## src/common/i2c_config.svh

```systemverilog
`ifndef I2C_CONFIG_SVH
`define I2C_CONFIG_SVH

// APB data word and I2C byte
`define I2C_DATA_W 8

`define I2C_PADDR_W 7

// depth is 2**I2C_FIFO_AW
`define I2C_FIFO_AW 3

// divider loaded at reset
`define I2C_PRESCALE_RST 8'd4

`endif
```

## src/common/i2c_pkg.sv

```systemverilog
`default_nettype none
`include "i2c_config.svh"

package i2c_pkg;

    // register offsets on the APB bus
    typedef enum logic [`I2C_PADDR_W-1:0] {
        reg_prescale = 'd0,
        reg_command  = 'd1,
        reg_status   = 'd2,
        reg_transmit = 'd3,
        reg_receive  = 'd4,
        reg_address  = 'd5
    } reg_addr_e;

    // command register layout
    typedef struct packed {
        logic       go;
        logic       fifo_clear;
        logic       read;
        logic [3:0] count;
        logic       spare;
    } xfer_cmd_t;

    typedef struct packed {
        logic       tx_full;
        logic       rx_empty;
        logic       busy;
        logic       nack;
        logic       tx_empty;
        logic       rx_full;
        logic [1:0] zero;
    } i2c_status_t;

    typedef struct packed {
        logic full;
        logic empty;
    } fifo_flags_t;

    typedef enum logic [3:0] {
        st_idle,
        st_start,
        st_addr,
        st_addr_ack,
        st_tx_byte,
        st_tx_ack,
        st_rx_byte,
        st_rx_ack,
        st_stop
    } i2c_state_e;

endpackage

`default_nettype wire

```

## src/design/apb_i2c_top.sv

```systemverilog
`timescale 1ns/10ps
`default_nettype none
`include "i2c_config.svh"

module apb_i2c_top (
    input  wire logic                    pclk,
    input  wire logic                    reset,
    input  wire logic                    psel,
    input  wire logic                    penable,
    input  wire logic                    pwrite,
    input  wire logic [`I2C_PADDR_W-1:0] paddr,
    input  wire logic [`I2C_DATA_W-1:0]  pwdata,
    input  wire logic                    sda_in,
    output logic [`I2C_DATA_W-1:0]       prdata,
    output logic                         scl_out,
    output logic                         sda_out
);

    logic [`I2C_DATA_W-1:0] prescale;
    logic [6:0]             target_addr;
    i2c_pkg::xfer_cmd_t     cmd;
    i2c_pkg::fifo_flags_t   tx_flags;
    i2c_pkg::fifo_flags_t   rx_flags;
    logic                   tx_push;
    logic [`I2C_DATA_W-1:0] tx_data;
    logic                   tx_pop;
    logic [`I2C_DATA_W-1:0] tx_head;
    logic                   rx_push;
    logic [`I2C_DATA_W-1:0] rx_data;
    logic                   rx_pop;
    logic [`I2C_DATA_W-1:0] rx_head;
    logic                   fifo_clear;
    logic                   busy;
    logic                   nack;

    apb_regs apb_regs_i (
        .pclk        (pclk),
        .reset       (reset),
        .psel        (psel),
        .penable     (penable),
        .pwrite      (pwrite),
        .paddr       (paddr),
        .pwdata      (pwdata),
        .tx_flags    (tx_flags),
        .rx_flags    (rx_flags),
        .rx_head     (rx_head),
        .busy        (busy),
        .nack        (nack),
        .prdata      (prdata),
        .prescale    (prescale),
        .target_addr (target_addr),
        .cmd         (cmd),
        .tx_push     (tx_push),
        .tx_data     (tx_data),
        .rx_pop      (rx_pop),
        .fifo_clear  (fifo_clear)
    );

    // processor to bus
    byte_fifo tx_fifo (
        .pclk      (pclk),
        .reset     (reset),
        .clear     (fifo_clear),
        .push      (tx_push),
        .push_data (tx_data),
        .pop       (tx_pop),
        .head      (tx_head),
        .flags     (tx_flags)
    );

    // bus to processor
    byte_fifo rx_fifo (
        .pclk      (pclk),
        .reset     (reset),
        .clear     (fifo_clear),
        .push      (rx_push),
        .push_data (rx_data),
        .pop       (rx_pop),
        .head      (rx_head),
        .flags     (rx_flags)
    );

    i2c_master i2c_master_i (
        .pclk        (pclk),
        .reset       (reset),
        .cmd         (cmd),
        .prescale    (prescale),
        .target_addr (target_addr),
        .tx_head     (tx_head),
        .tx_flags    (tx_flags),
        .rx_flags    (rx_flags),
        .sda_in      (sda_in),
        .tx_pop      (tx_pop),
        .rx_push     (rx_push),
        .rx_data     (rx_data),
        .busy        (busy),
        .nack        (nack),
        .scl_out     (scl_out),
        .sda_out     (sda_out)
    );

endmodule

`default_nettype wire

```

## src/i2c/i2c_master.sv

```systemverilog
`timescale 1ns/10ps
`default_nettype none
`include "i2c_config.svh"

module i2c_master (
    input  wire logic                   pclk,
    input  wire logic                   reset,
    input  wire i2c_pkg::xfer_cmd_t     cmd,
    input  wire logic [`I2C_DATA_W-1:0] prescale,
    input  wire logic [6:0]             target_addr,
    input  wire logic [`I2C_DATA_W-1:0] tx_head,
    input  wire i2c_pkg::fifo_flags_t   tx_flags,
    input  wire i2c_pkg::fifo_flags_t   rx_flags,
    input  wire logic                   sda_in,
    output logic                        tx_pop,
    output logic                        rx_push,
    output logic [`I2C_DATA_W-1:0]      rx_data,
    output logic                        busy,
    output logic                        nack,
    output logic                        scl_out,
    output logic                        sda_out
);

    i2c_pkg::i2c_state_e    state;
    logic [1:0]             phase;
    logic [2:0]             bit_cnt;
    logic [3:0]             byte_cnt;
    logic [`I2C_DATA_W-1:0] shift;
    logic                   read_q;
    logic                   sample_q;
    logic                   scl_q;
    logic                   sda_q;
    logic                   sda_bit;
    logic                   tick;
    logic                   bit_end;
    logic                   in_ack;
    logic                   ack_bad;
    logic                   next_ok;
    logic                   load_tx;

    assign busy = (state != i2c_pkg::st_idle);

    i2c_bit_timer bit_timer_i (
        .pclk     (pclk),
        .reset    (reset),
        .run      (busy),
        .prescale (prescale),
        .tick     (tick)
    );

    // phase 0 drives sda with scl low, 1 raises scl,
    // 2 samples with scl high, 3 drops scl again
    assign bit_end = tick && (phase == 2'd3);
    assign in_ack  = (state == i2c_pkg::st_addr_ack) || (state == i2c_pkg::st_tx_ack)
                  || (state == i2c_pkg::st_rx_ack);
    assign ack_bad = sample_q && (state != i2c_pkg::st_rx_ack);
    assign next_ok = bit_end && in_ack && !ack_bad && (byte_cnt != '0);
    assign load_tx = next_ok && !read_q && !tx_flags.empty;

    assign tx_pop  = load_tx;
    assign nack    = bit_end && in_ack && ack_bad;
    assign rx_push = bit_end && (state == i2c_pkg::st_rx_byte) && (bit_cnt == '0)
                  && !rx_flags.full;
    assign rx_data = shift;

    // value put on sda in phase 0
    always_comb begin
        case (state)
            i2c_pkg::st_addr,
            i2c_pkg::st_tx_byte: sda_bit = shift[7];
            // ack all but the last byte read
            i2c_pkg::st_rx_ack:  sda_bit = (byte_cnt == '0);
            i2c_pkg::st_stop:    sda_bit = 1'b0;
            default:             sda_bit = 1'b1;
        endcase
    end

    always_ff @(posedge pclk) begin
        if (tick) begin
            if ((state == i2c_pkg::st_start) && (phase == 2'd3)) begin
                shift <= {target_addr, read_q};
            end else if (load_tx) begin
                shift <= tx_head;
            end else if ((state == i2c_pkg::st_rx_byte) && (phase == 2'd2)) begin
                shift <= {shift[`I2C_DATA_W-2:0], sda_in};
            end else if (((state == i2c_pkg::st_addr) || (state == i2c_pkg::st_tx_byte))
                         && (phase == 2'd3)) begin
                shift <= shift << 1;
            end
        end
    end

    always_ff @(posedge pclk) begin
        if (reset) begin
            state    <= i2c_pkg::st_idle;
            phase    <= 2'd0;
            bit_cnt  <= 3'd7;
            byte_cnt <= '0;
            read_q   <= 1'b0;
            sample_q <= 1'b0;
            scl_q    <= 1'b1;
            sda_q    <= 1'b1;
        end else if (state == i2c_pkg::st_idle) begin
            if (cmd.go) begin
                state    <= i2c_pkg::st_start;
                phase    <= 2'd0;
                byte_cnt <= cmd.count;
                read_q   <= cmd.read;
            end
        end else if (tick) begin
            phase <= phase + 2'd1;
            case (phase)
                2'd0: sda_q <= sda_bit;
                2'd1: scl_q <= 1'b1;
                2'd2: begin
                    if (state == i2c_pkg::st_start) begin
                        sda_q <= 1'b0;
                    end
                    if (state == i2c_pkg::st_stop) begin
                        sda_q <= 1'b1;
                    end
                    if ((state == i2c_pkg::st_addr_ack) || (state == i2c_pkg::st_tx_ack)) begin
                        sample_q <= sda_in;
                    end
                end
                default: begin
                    if (state != i2c_pkg::st_stop) begin
                        scl_q <= 1'b0;
                    end
                    // bit_cnt wraps back to 7 at the end of each byte
                    case (state)
                        i2c_pkg::st_start: begin
                            state   <= i2c_pkg::st_addr;
                            bit_cnt <= 3'd7;
                        end
                        i2c_pkg::st_addr: begin
                            bit_cnt <= bit_cnt - 3'd1;
                            if (bit_cnt == '0) begin
                                state <= i2c_pkg::st_addr_ack;
                            end
                        end
                        i2c_pkg::st_tx_byte: begin
                            bit_cnt <= bit_cnt - 3'd1;
                            if (bit_cnt == '0) begin
                                state <= i2c_pkg::st_tx_ack;
                            end
                        end
                        i2c_pkg::st_rx_byte: begin
                            bit_cnt <= bit_cnt - 3'd1;
                            if (bit_cnt == '0) begin
                                state <= i2c_pkg::st_rx_ack;
                            end
                        end
                        i2c_pkg::st_addr_ack,
                        i2c_pkg::st_tx_ack,
                        i2c_pkg::st_rx_ack: begin
                            // nack, last byte done or tx fifo dry all end in stop
                            if (next_ok && read_q) begin
                                state    <= i2c_pkg::st_rx_byte;
                                byte_cnt <= byte_cnt - 4'd1;
                            end else if (load_tx) begin
                                state    <= i2c_pkg::st_tx_byte;
                                byte_cnt <= byte_cnt - 4'd1;
                            end else begin
                                state <= i2c_pkg::st_stop;
                            end
                        end
                        default: state <= i2c_pkg::st_idle;
                    endcase
                end
            endcase
        end
    end

    assign scl_out = scl_q;
    assign sda_out = sda_q;

endmodule

`default_nettype wire

```

## src/i2c/i2c_bit_timer.sv

```systemverilog
`timescale 1ns/10ps
`default_nettype none
`include "i2c_config.svh"

module i2c_bit_timer (
    input  wire logic                   pclk,
    input  wire logic                   reset,
    input  wire logic                   run,
    input  wire logic [`I2C_DATA_W-1:0] prescale,
    output logic                        tick
);

    logic [`I2C_DATA_W-1:0] count;

    // parked at prescale while idle, so the first tick
    // lands prescale + 1 cycles after run rises
    always_ff @(posedge pclk) begin
        if (reset) begin
            count <= '0;
        end else if (!run || (count == '0)) begin
            count <= prescale;
        end else begin
            count <= count - 1'b1;
        end
    end

    assign tick = run && (count == '0);

endmodule

`default_nettype wire

```

## src/design/apb_regs.sv

```systemverilog
`timescale 1ns/10ps
`default_nettype none
`include "i2c_config.svh"

module apb_regs (
    input  wire logic                    pclk,
    input  wire logic                    reset,
    input  wire logic                    psel,
    input  wire logic                    penable,
    input  wire logic                    pwrite,
    input  wire logic [`I2C_PADDR_W-1:0] paddr,
    input  wire logic [`I2C_DATA_W-1:0]  pwdata,
    input  wire i2c_pkg::fifo_flags_t    tx_flags,
    input  wire i2c_pkg::fifo_flags_t    rx_flags,
    input  wire logic [`I2C_DATA_W-1:0]  rx_head,
    input  wire logic                    busy,
    input  wire logic                    nack,
    output logic [`I2C_DATA_W-1:0]       prdata,
    output logic [`I2C_DATA_W-1:0]       prescale,
    output logic [6:0]                   target_addr,
    output i2c_pkg::xfer_cmd_t           cmd,
    output logic                         tx_push,
    output logic [`I2C_DATA_W-1:0]       tx_data,
    output logic                         rx_pop,
    output logic                         fifo_clear
);

    logic                   wr_en;
    logic                   rd_en;
    logic [`I2C_DATA_W-1:0] prescale_q;
    logic [6:0]             addr_q;
    i2c_pkg::xfer_cmd_t     cmd_q;
    i2c_pkg::xfer_cmd_t     wr_cmd;
    logic                   go_q;
    logic                   clear_q;
    logic                   nack_q;
    i2c_pkg::i2c_status_t   status;

    // access phase only
    assign wr_en  = psel && penable && pwrite;
    assign rd_en  = psel && penable && !pwrite;
    assign wr_cmd = i2c_pkg::xfer_cmd_t'(pwdata);

    always_ff @(posedge pclk) begin
        if (reset) begin
            prescale_q <= `I2C_PRESCALE_RST;
            addr_q     <= '0;
            cmd_q      <= '0;
            go_q       <= 1'b0;
            clear_q    <= 1'b0;
            nack_q     <= 1'b0;
        end else begin
            go_q    <= 1'b0;
            clear_q <= 1'b0;
            if (nack) begin
                nack_q <= 1'b1;
            end
            if (wr_en) begin
                case (paddr)
                    i2c_pkg::reg_prescale: prescale_q <= pwdata;
                    i2c_pkg::reg_address:  addr_q <= pwdata[6:0];
                    i2c_pkg::reg_command: begin
                        // go and clear are strobes, they read back as 0
                        cmd_q            <= wr_cmd;
                        cmd_q.go         <= 1'b0;
                        cmd_q.fifo_clear <= 1'b0;
                        go_q             <= wr_cmd.go;
                        clear_q          <= wr_cmd.fifo_clear;
                        if (wr_cmd.go) begin
                            nack_q <= 1'b0;
                        end
                    end
                    default: ;
                endcase
            end
        end
    end

    always_comb begin
        cmd            = cmd_q;
        cmd.go         = go_q;
        cmd.fifo_clear = clear_q;
    end

    always_comb begin
        status          = '0;
        status.tx_full  = tx_flags.full;
        status.rx_empty = rx_flags.empty;
        status.busy     = busy;
        status.nack     = nack_q;
        status.tx_empty = tx_flags.empty;
        status.rx_full  = rx_flags.full;
    end

    always_comb begin
        prdata = '0;
        if (psel) begin
            case (paddr)
                i2c_pkg::reg_prescale: prdata = prescale_q;
                i2c_pkg::reg_command:  prdata = cmd_q;
                i2c_pkg::reg_status:   prdata = status;
                i2c_pkg::reg_receive:  prdata = rx_flags.empty ? '0 : rx_head;
                i2c_pkg::reg_address:  prdata = {1'b0, addr_q};
                default:               prdata = '0;
            endcase
        end
    end

    // fifo strobes, guarded by the flags
    assign tx_push     = wr_en && (paddr == i2c_pkg::reg_transmit) && !tx_flags.full;
    assign tx_data     = pwdata;
    assign rx_pop      = rd_en && (paddr == i2c_pkg::reg_receive) && !rx_flags.empty;
    assign fifo_clear  = clear_q;
    assign prescale    = prescale_q;
    assign target_addr = addr_q;

endmodule

`default_nettype wire

```

## src/design/byte_fifo.sv

```systemverilog
`timescale 1ns/10ps
`default_nettype none
`include "i2c_config.svh"

module byte_fifo #(
    parameter int addr_w = `I2C_FIFO_AW
) (
    input  wire logic                   pclk,
    input  wire logic                   reset,
    input  wire logic                   clear,
    input  wire logic                   push,
    input  wire logic [`I2C_DATA_W-1:0] push_data,
    input  wire logic                   pop,
    output logic [`I2C_DATA_W-1:0]      head,
    output i2c_pkg::fifo_flags_t        flags
);

    localparam int depth = 1 << addr_w;

    logic [`I2C_DATA_W-1:0] mem [depth];

    // extra msb tells a full buffer from an empty one
    logic [addr_w:0] wr_ptr;
    logic [addr_w:0] rd_ptr;

    always_ff @(posedge pclk) begin
        if (push) begin
            mem[wr_ptr[addr_w-1:0]] <= push_data;
        end
    end

    always_ff @(posedge pclk) begin
        if (reset || clear) begin
            wr_ptr <= '0;
        end else if (push) begin
            wr_ptr <= wr_ptr + 1'b1;
        end
    end

    always_ff @(posedge pclk) begin
        if (reset || clear) begin
            rd_ptr <= '0;
        end else if (pop) begin
            rd_ptr <= rd_ptr + 1'b1;
        end
    end

    assign head = mem[rd_ptr[addr_w-1:0]];

    always_comb begin
        flags.empty = (wr_ptr == rd_ptr);
        flags.full  = (wr_ptr[addr_w] != rd_ptr[addr_w])
                   && (wr_ptr[addr_w-1:0] == rd_ptr[addr_w-1:0]);
    end

endmodule

`default_nettype wire

```

## config.mk

```make
export PLATFORM = sky130hd
export DESIGN_NAME = apb_i2c_top
export DESIGN_NICKNAME = d
export VERILOG_FILES = /design/src/common/i2c_pkg.sv /design/src/design/apb_i2c_top.sv /design/src/i2c/i2c_master.sv /design/src/i2c/i2c_bit_timer.sv /design/src/design/apb_regs.sv /design/src/design/byte_fifo.sv
export VERILOG_INCLUDE_DIRS = /design/src /design/src/common
export SDC_FILE = /design/constraint.sdc
export NUM_CORES = 1
export LEC_CHECK = 0
export BUFFER_PORTS_ARGS = -buffer_cell sky130_fd_sc_hd__buf_2
export CAP_MARGIN = 25
export CORE_AREA = 2 2 197 199
export CTS_CLUSTER_SIZE = 16
export DETAILED_ROUTE_END_ITERATION = 6
export DIE_AREA = 0 0 199 201
export HOLD_SLACK_MARGIN = 0.1
export PLACE_DENSITY_LB_ADDON = 0.2
export SYNTH_ARGS = -nofsm -noshare
export SYNTH_HDL_FRONTEND = slang
export SYNTH_HIERARCHICAL = 1
export SYNTH_SLANG_ARGS = --single-unit
export TNS_END_PERCENT = 5
```

## constraint.sdc

```tcl
create_clock -name pclk -period 4.8 [get_ports pclk]
set_clock_uncertainty 0.1 [all_clocks]
set_input_delay 1.44 -clock pclk [delete_from_list [all_inputs] [get_ports pclk]]
set_output_delay 1.44 -clock pclk [all_outputs]
set_load 0.02 [all_outputs]
```

Yosys cells after proc, flatten, opt, wreduce, memory -nomap -nowiden
Memory sizes are Yosys's and may differ from the RTL's. A register that Yosys moved wholly into a read port is not among the register bits.
Index checks and enable logic that the tools add are counted.
- add/sub/neg operators: 8
- equality and inequality tests: 30
- muxes and demuxes: 47
- bitwise logic cells: 5
- reduce and logical (&&, ||, !) cells: 71
- operators by type and width (kind ; number):
    $mux W4 ; 16
    $mux W8 ; 7
    $pmux W8 S5 ; 1
    $logic_and A1 B1 Y1 ; 25
    $pmux W4 S5 ; 1
    $add A4 B1 Y4 const B ; 4
    $eq A4 B3 Y1 const B ; 4
    $reduce_and A4 Y1 ; 4
    $eq A7 B2 Y1 const B ; 2
    $eq A7 B3 Y1 const B ; 2
    $mux W3 ; 4
    $reduce_and A2 Y1 ; 6
    $reduce_bool A4 Y1 ; 3
    $reduce_or A3 Y1 ; 4
    $mux W1 ; 11
    $reduce_bool A2 Y1 ; 5
    $ne A3 B2 Y1 const B ; 3
    $eq A4 B2 Y1 const B ; 2
    $eq A4 B4 Y1 ; 2
    $logic_not A1 Y1 ; 8
    $logic_not A4 Y1 ; 2
    $logic_not A8 Y1 ; 1
    $sub A8 B1 Y8 const B ; 1
    $eq A7 B1 Y1 const B ; 1
    other kinds (27) ; 42
- register bits after elaboration: 73
- bits in writable memories: 128
- logic and storage cells: 185
- memories kept: 2
- memory list (name ; words ; bits a word ; read ports ; clocked after memory_dff ; write ports ; RTL line ; source):
    rx_fifo.mem ; 8 ; 8 ; 1 ; 1 ; 1 ; byte_fifo.sv:20 ; logic [`I2C_DATA_W-1:0] mem [depth];
    tx_fifo.mem ; 8 ; 8 ; 1 ; 1 ; 1 ; byte_fifo.sv:20 ;

Logic depth before layout (Yosys ltp)
- depth in word-level cells: 14
- mapped depth: 12

Modules after synthesis
Netlist, hierarchy kept.
- by module, submodules not included (module ; instances ; cells an instance ; area an instance (µm²) ; seq. area each (µm²)):
    byte_fifo ; 2 ; 151 ; 2967.8 ; 2142.1
    i2c_master ; 1 ; 189 ; 1607.8 ; 580.6
    apb_regs ; 1 ; 145 ; 1337.5 ; 480.5
    i2c_bit_timer ; 1 ; 50 ; 480.5 ; 160.2

Least setup slack after synthesis
Ideal clock, no wire load.
- kind: input-to-output
- from: in paddr[3]
- to: out prdata[2]
- data arrival time: 3.084 ns
- required time: 3.260 ns
- setup slack: 0.176 ns
- stages on the path: 5
- path buffers: 1
- path through: or4_4 > buf_6 > nor4_2 > nand2_1 > a21oi_1
- longest elaborated chain between the ends: 3
- elaborated cells on any way between the ends: 7
- those cells by class: eq/ne (4); mux (2); reduce/logical (1)
- RTL lines (what ; RTL line ; source):
    start: declaration ; apb_i2c_top.sv:11 ; input wire logic [`I2C_PADDR_W-1:0] paddr,
    $eq A7 B3 Y1, or another cell as far along ; apb_regs.sv:98 ; case (paddr)
    $pmux W8 S5 * ; apb_regs.sv:98 ;
    $mux W8 * ; apb_regs.sv:97 ; if (psel) begin
    end: declaration ; apb_i2c_top.sv:14 ; output logic [`I2C_DATA_W-1:0] prdata,
Mark *: on every way between the ends. The rest lies on a longest branch, timed or not.

Final worst setup path
- from: in paddr[3]
- to: out prdata[3]
The elaborated chain is that of the path after synthesis.

==> summary.md <==
| Metric | Value |
|---|---|
| Htree depth | 1 |
| CP max stage delay | approximately 630 ps |
| Met1 WL | 10400 microns |
| Highest clock rate | 0.219 GHz |
| Post-CTS Setup Bufs | 0 |
| DIE AREA | 40000 sq um |
| Chip Width | 199 microns |
| Total Power | approximately 3.7 mW |
| Final Cycle Share | 0.951 |
| Critical Path Sink Type | primary output |
| Pwr Density | around 340 nW/um^2 |
| Critical-path cell list | buf_2 -> or4_4 -> nor4_2 -> buf_4 -> nand2_1 -> a21oi_1 -> buf_2 |
| Gpl congestion | approximately 0.74 |
| Cell total after placement | approximately 1200 |
| Type of the worst setup path | in -> out |
| RSZ-0062 raised after global routing | no |
| Met2 wire len | 10700 microns |
| Clock root cell | clkbuf_16 |
| # IOs | 31 |
| Mapped Area | a little over 9000 sq um |
| Syn_nets | 720 |
| Post-synthesis instance total | around 700 |
| Max Used Layer | met4 |
| Vias/cell | 4.35 |
| Commonest non-fill, non-tap cell in the layout | edfxtp_1 |
| R2R cell count | 10 |
| First-pass GRT wire length | approximately 34000 microns |
| Syn avg cell area | between 10 and 15 sq um |
| Worst-path clk slew | about 60 ps |
| Setup TNS | 0 ps |
| Share of layout cells above drive strength 1 | 0.200 |
| CTS tree | yes |
| Total core area | ~38000 sq um |
| Max FO, Critical Path | 9 |
| Cts bufs inserted | 24 |
| PortBufs | 30 |
| Die Ht | about 200 microns |
| Clock Tree Buf Depth | 3 |
| GR Util All Layers | 0.112 |
| # fillers | between 3000 and 4000 |
| Maximum vdd drop | between 0.2 and 0.25 mV |
| CP arrival | ~3000 ps |
| Final hold vios | 0 |
| DRT Wirelength | 22300 microns |
| Slew at the pin with the worst max-slew slack | about 950 ps |
| Status | finished clean |
| Final Setup Violations | 0 |
| FF+latch area | around 5500 sq um |
| Initial DRC count | 231 |
| Worst path slowest cell | or4_4 |
| Worst hold-check path type | reg -> reg |
| Area growth, synth to finish | 15.9% |
| N_diodes | 0 |
| DPL Wire Length | ~15000 microns |
| Metal3 WL | approximately 870 microns |
| Vias in the first global route | between 5000 and 6000 |
| Relative slew slack | 0.364 |
| Initial core utilization | 0.245 |
| Most frequent cells in the layout | edfxtp_1 (136), nor2_1 (91), dfxtp_1 (71), nand2_1 (42), mux2i_1 (40) |
| Overflow after GRT | 0 |
| Pleak | 3.67 nW |
| # DRC | 0 |
| CP Data Required Time | between 3000 and 4000 ps |
| Antenna-violating nets left | 0 |
| Crit path launch type | input pin |
| Row count | between 70 and 80 |
| YS warnings | 6 |
| Antenna violations before repair | 0 |
| Max-cap violations | 0 |
| Worst hold stages | 2 |
| Nets | approximately 760 |
| Largest net degree at the start of global routing | 37 |
| Cell mode on critical path | buf_2 |
| Area of the multi-input gates | approximately 3500 sq um |
| Fin. max-slew vios | 0 |
| CTS sink cnt | approximately 210 |
| Worst-Skew Late Latency | approximately 520 ps |
| Min Tclk post-route | 4570 ps |
| Drt pass-1 iters | 4 |
| Via count | 5476 |
| Wire length per cell | 17.7 microns |
| Fin cells | approximately 1300 |
-- per-stage QoR --
stage	hold WS [ps]	instance area (sq um)	setup slack, ps	utilization
after floorplan	355	9350	176	-
after global placement	375	10100	185	0.264
after detailed placement	369	10100	139	0.264
after CTS	381	10800	138	0.284
after global routing	408	10800	118	0.284
final	371	10800	234	0.284
-- cell type report --
type / instances / share of cell area
sequential: 207 / 0.508
multi-input combinational: 421 / 0.325
tap: 518 / 0.0598
clock buffer: 24 / 0.0554
timing repair buffer: 54 / 0.0305
clock inverter: 20 / 0.0159
inverter: 15 / 0.00520
-- sequential cells by signal, summed over array words and instances (netlist names), 4 cells and up, named ones only --
signal                          cells
tx_fifo/rd_ptr                      4
tx_fifo/wr_ptr                      4
i2c_master_i/byte_cnt               4
rx_fifo/wr_ptr                      4
apb_regs_i/target_addr              7
i2c_master_i/bit_timer_i/count      8
apb_regs_i/prescale                 8
i2c_master_i/state                  4
apb_regs_i/cmd                      6
i2c_master_i/rx_data                8
tx_fifo/mem                        64
rx_fifo/mem                        64
rx_fifo/rd_ptr                      4
-- power by group --
group,internal [mW],switching [mW]
clock,1.03,0.733
combinational,0.0163,0.0419
sequential,1.89,0.00102
-- worst paths after layout --
check                                     startpoint                                 to  slack (ps)
hold reg to reg    i2c_master_i/scl_out$_SDFFE_PP1P_  i2c_master_i/scl_out$_SDFFE_PP1P_         370
setup reg to reg  i2c_master_i/state[2]$_SDFFE_PP0P_  i2c_master_i/rx_data[7]$_DFFE_PP_        1490
setup / recovery                            paddr[3]                          prdata[3]         230
hold / removal     i2c_master_i/scl_out$_SDFFE_PP1P_  i2c_master_i/scl_out$_SDFFE_PP1P_         370
-- critical path, delay by kind of cell --
| kind | cells | cell delay [ps] |
|---|---|---|
| AO/OA/AOI/OAI | 1 | 160 |
| buffers and inverters | 3 | 480 |
| AND/OR/NAND/NOR | 3 | 940 |
-- what timing repair did --
item / CTS / global route
hold endpoints to repair: 0 / 0
hold buffers: 0 / 0
resized for setup: 0 / 1
endpoints found under the setup margin: 0 / 1
-- metal layers --
metal,vias to the layer above,GRT usage
li1,2640,-
met1,2735,0.151
met2,80,0.188
met4,0,0.0259
met3,21,0.0188
met5,-,0
No activity file was read; power rests on OpenSTA's default activity.
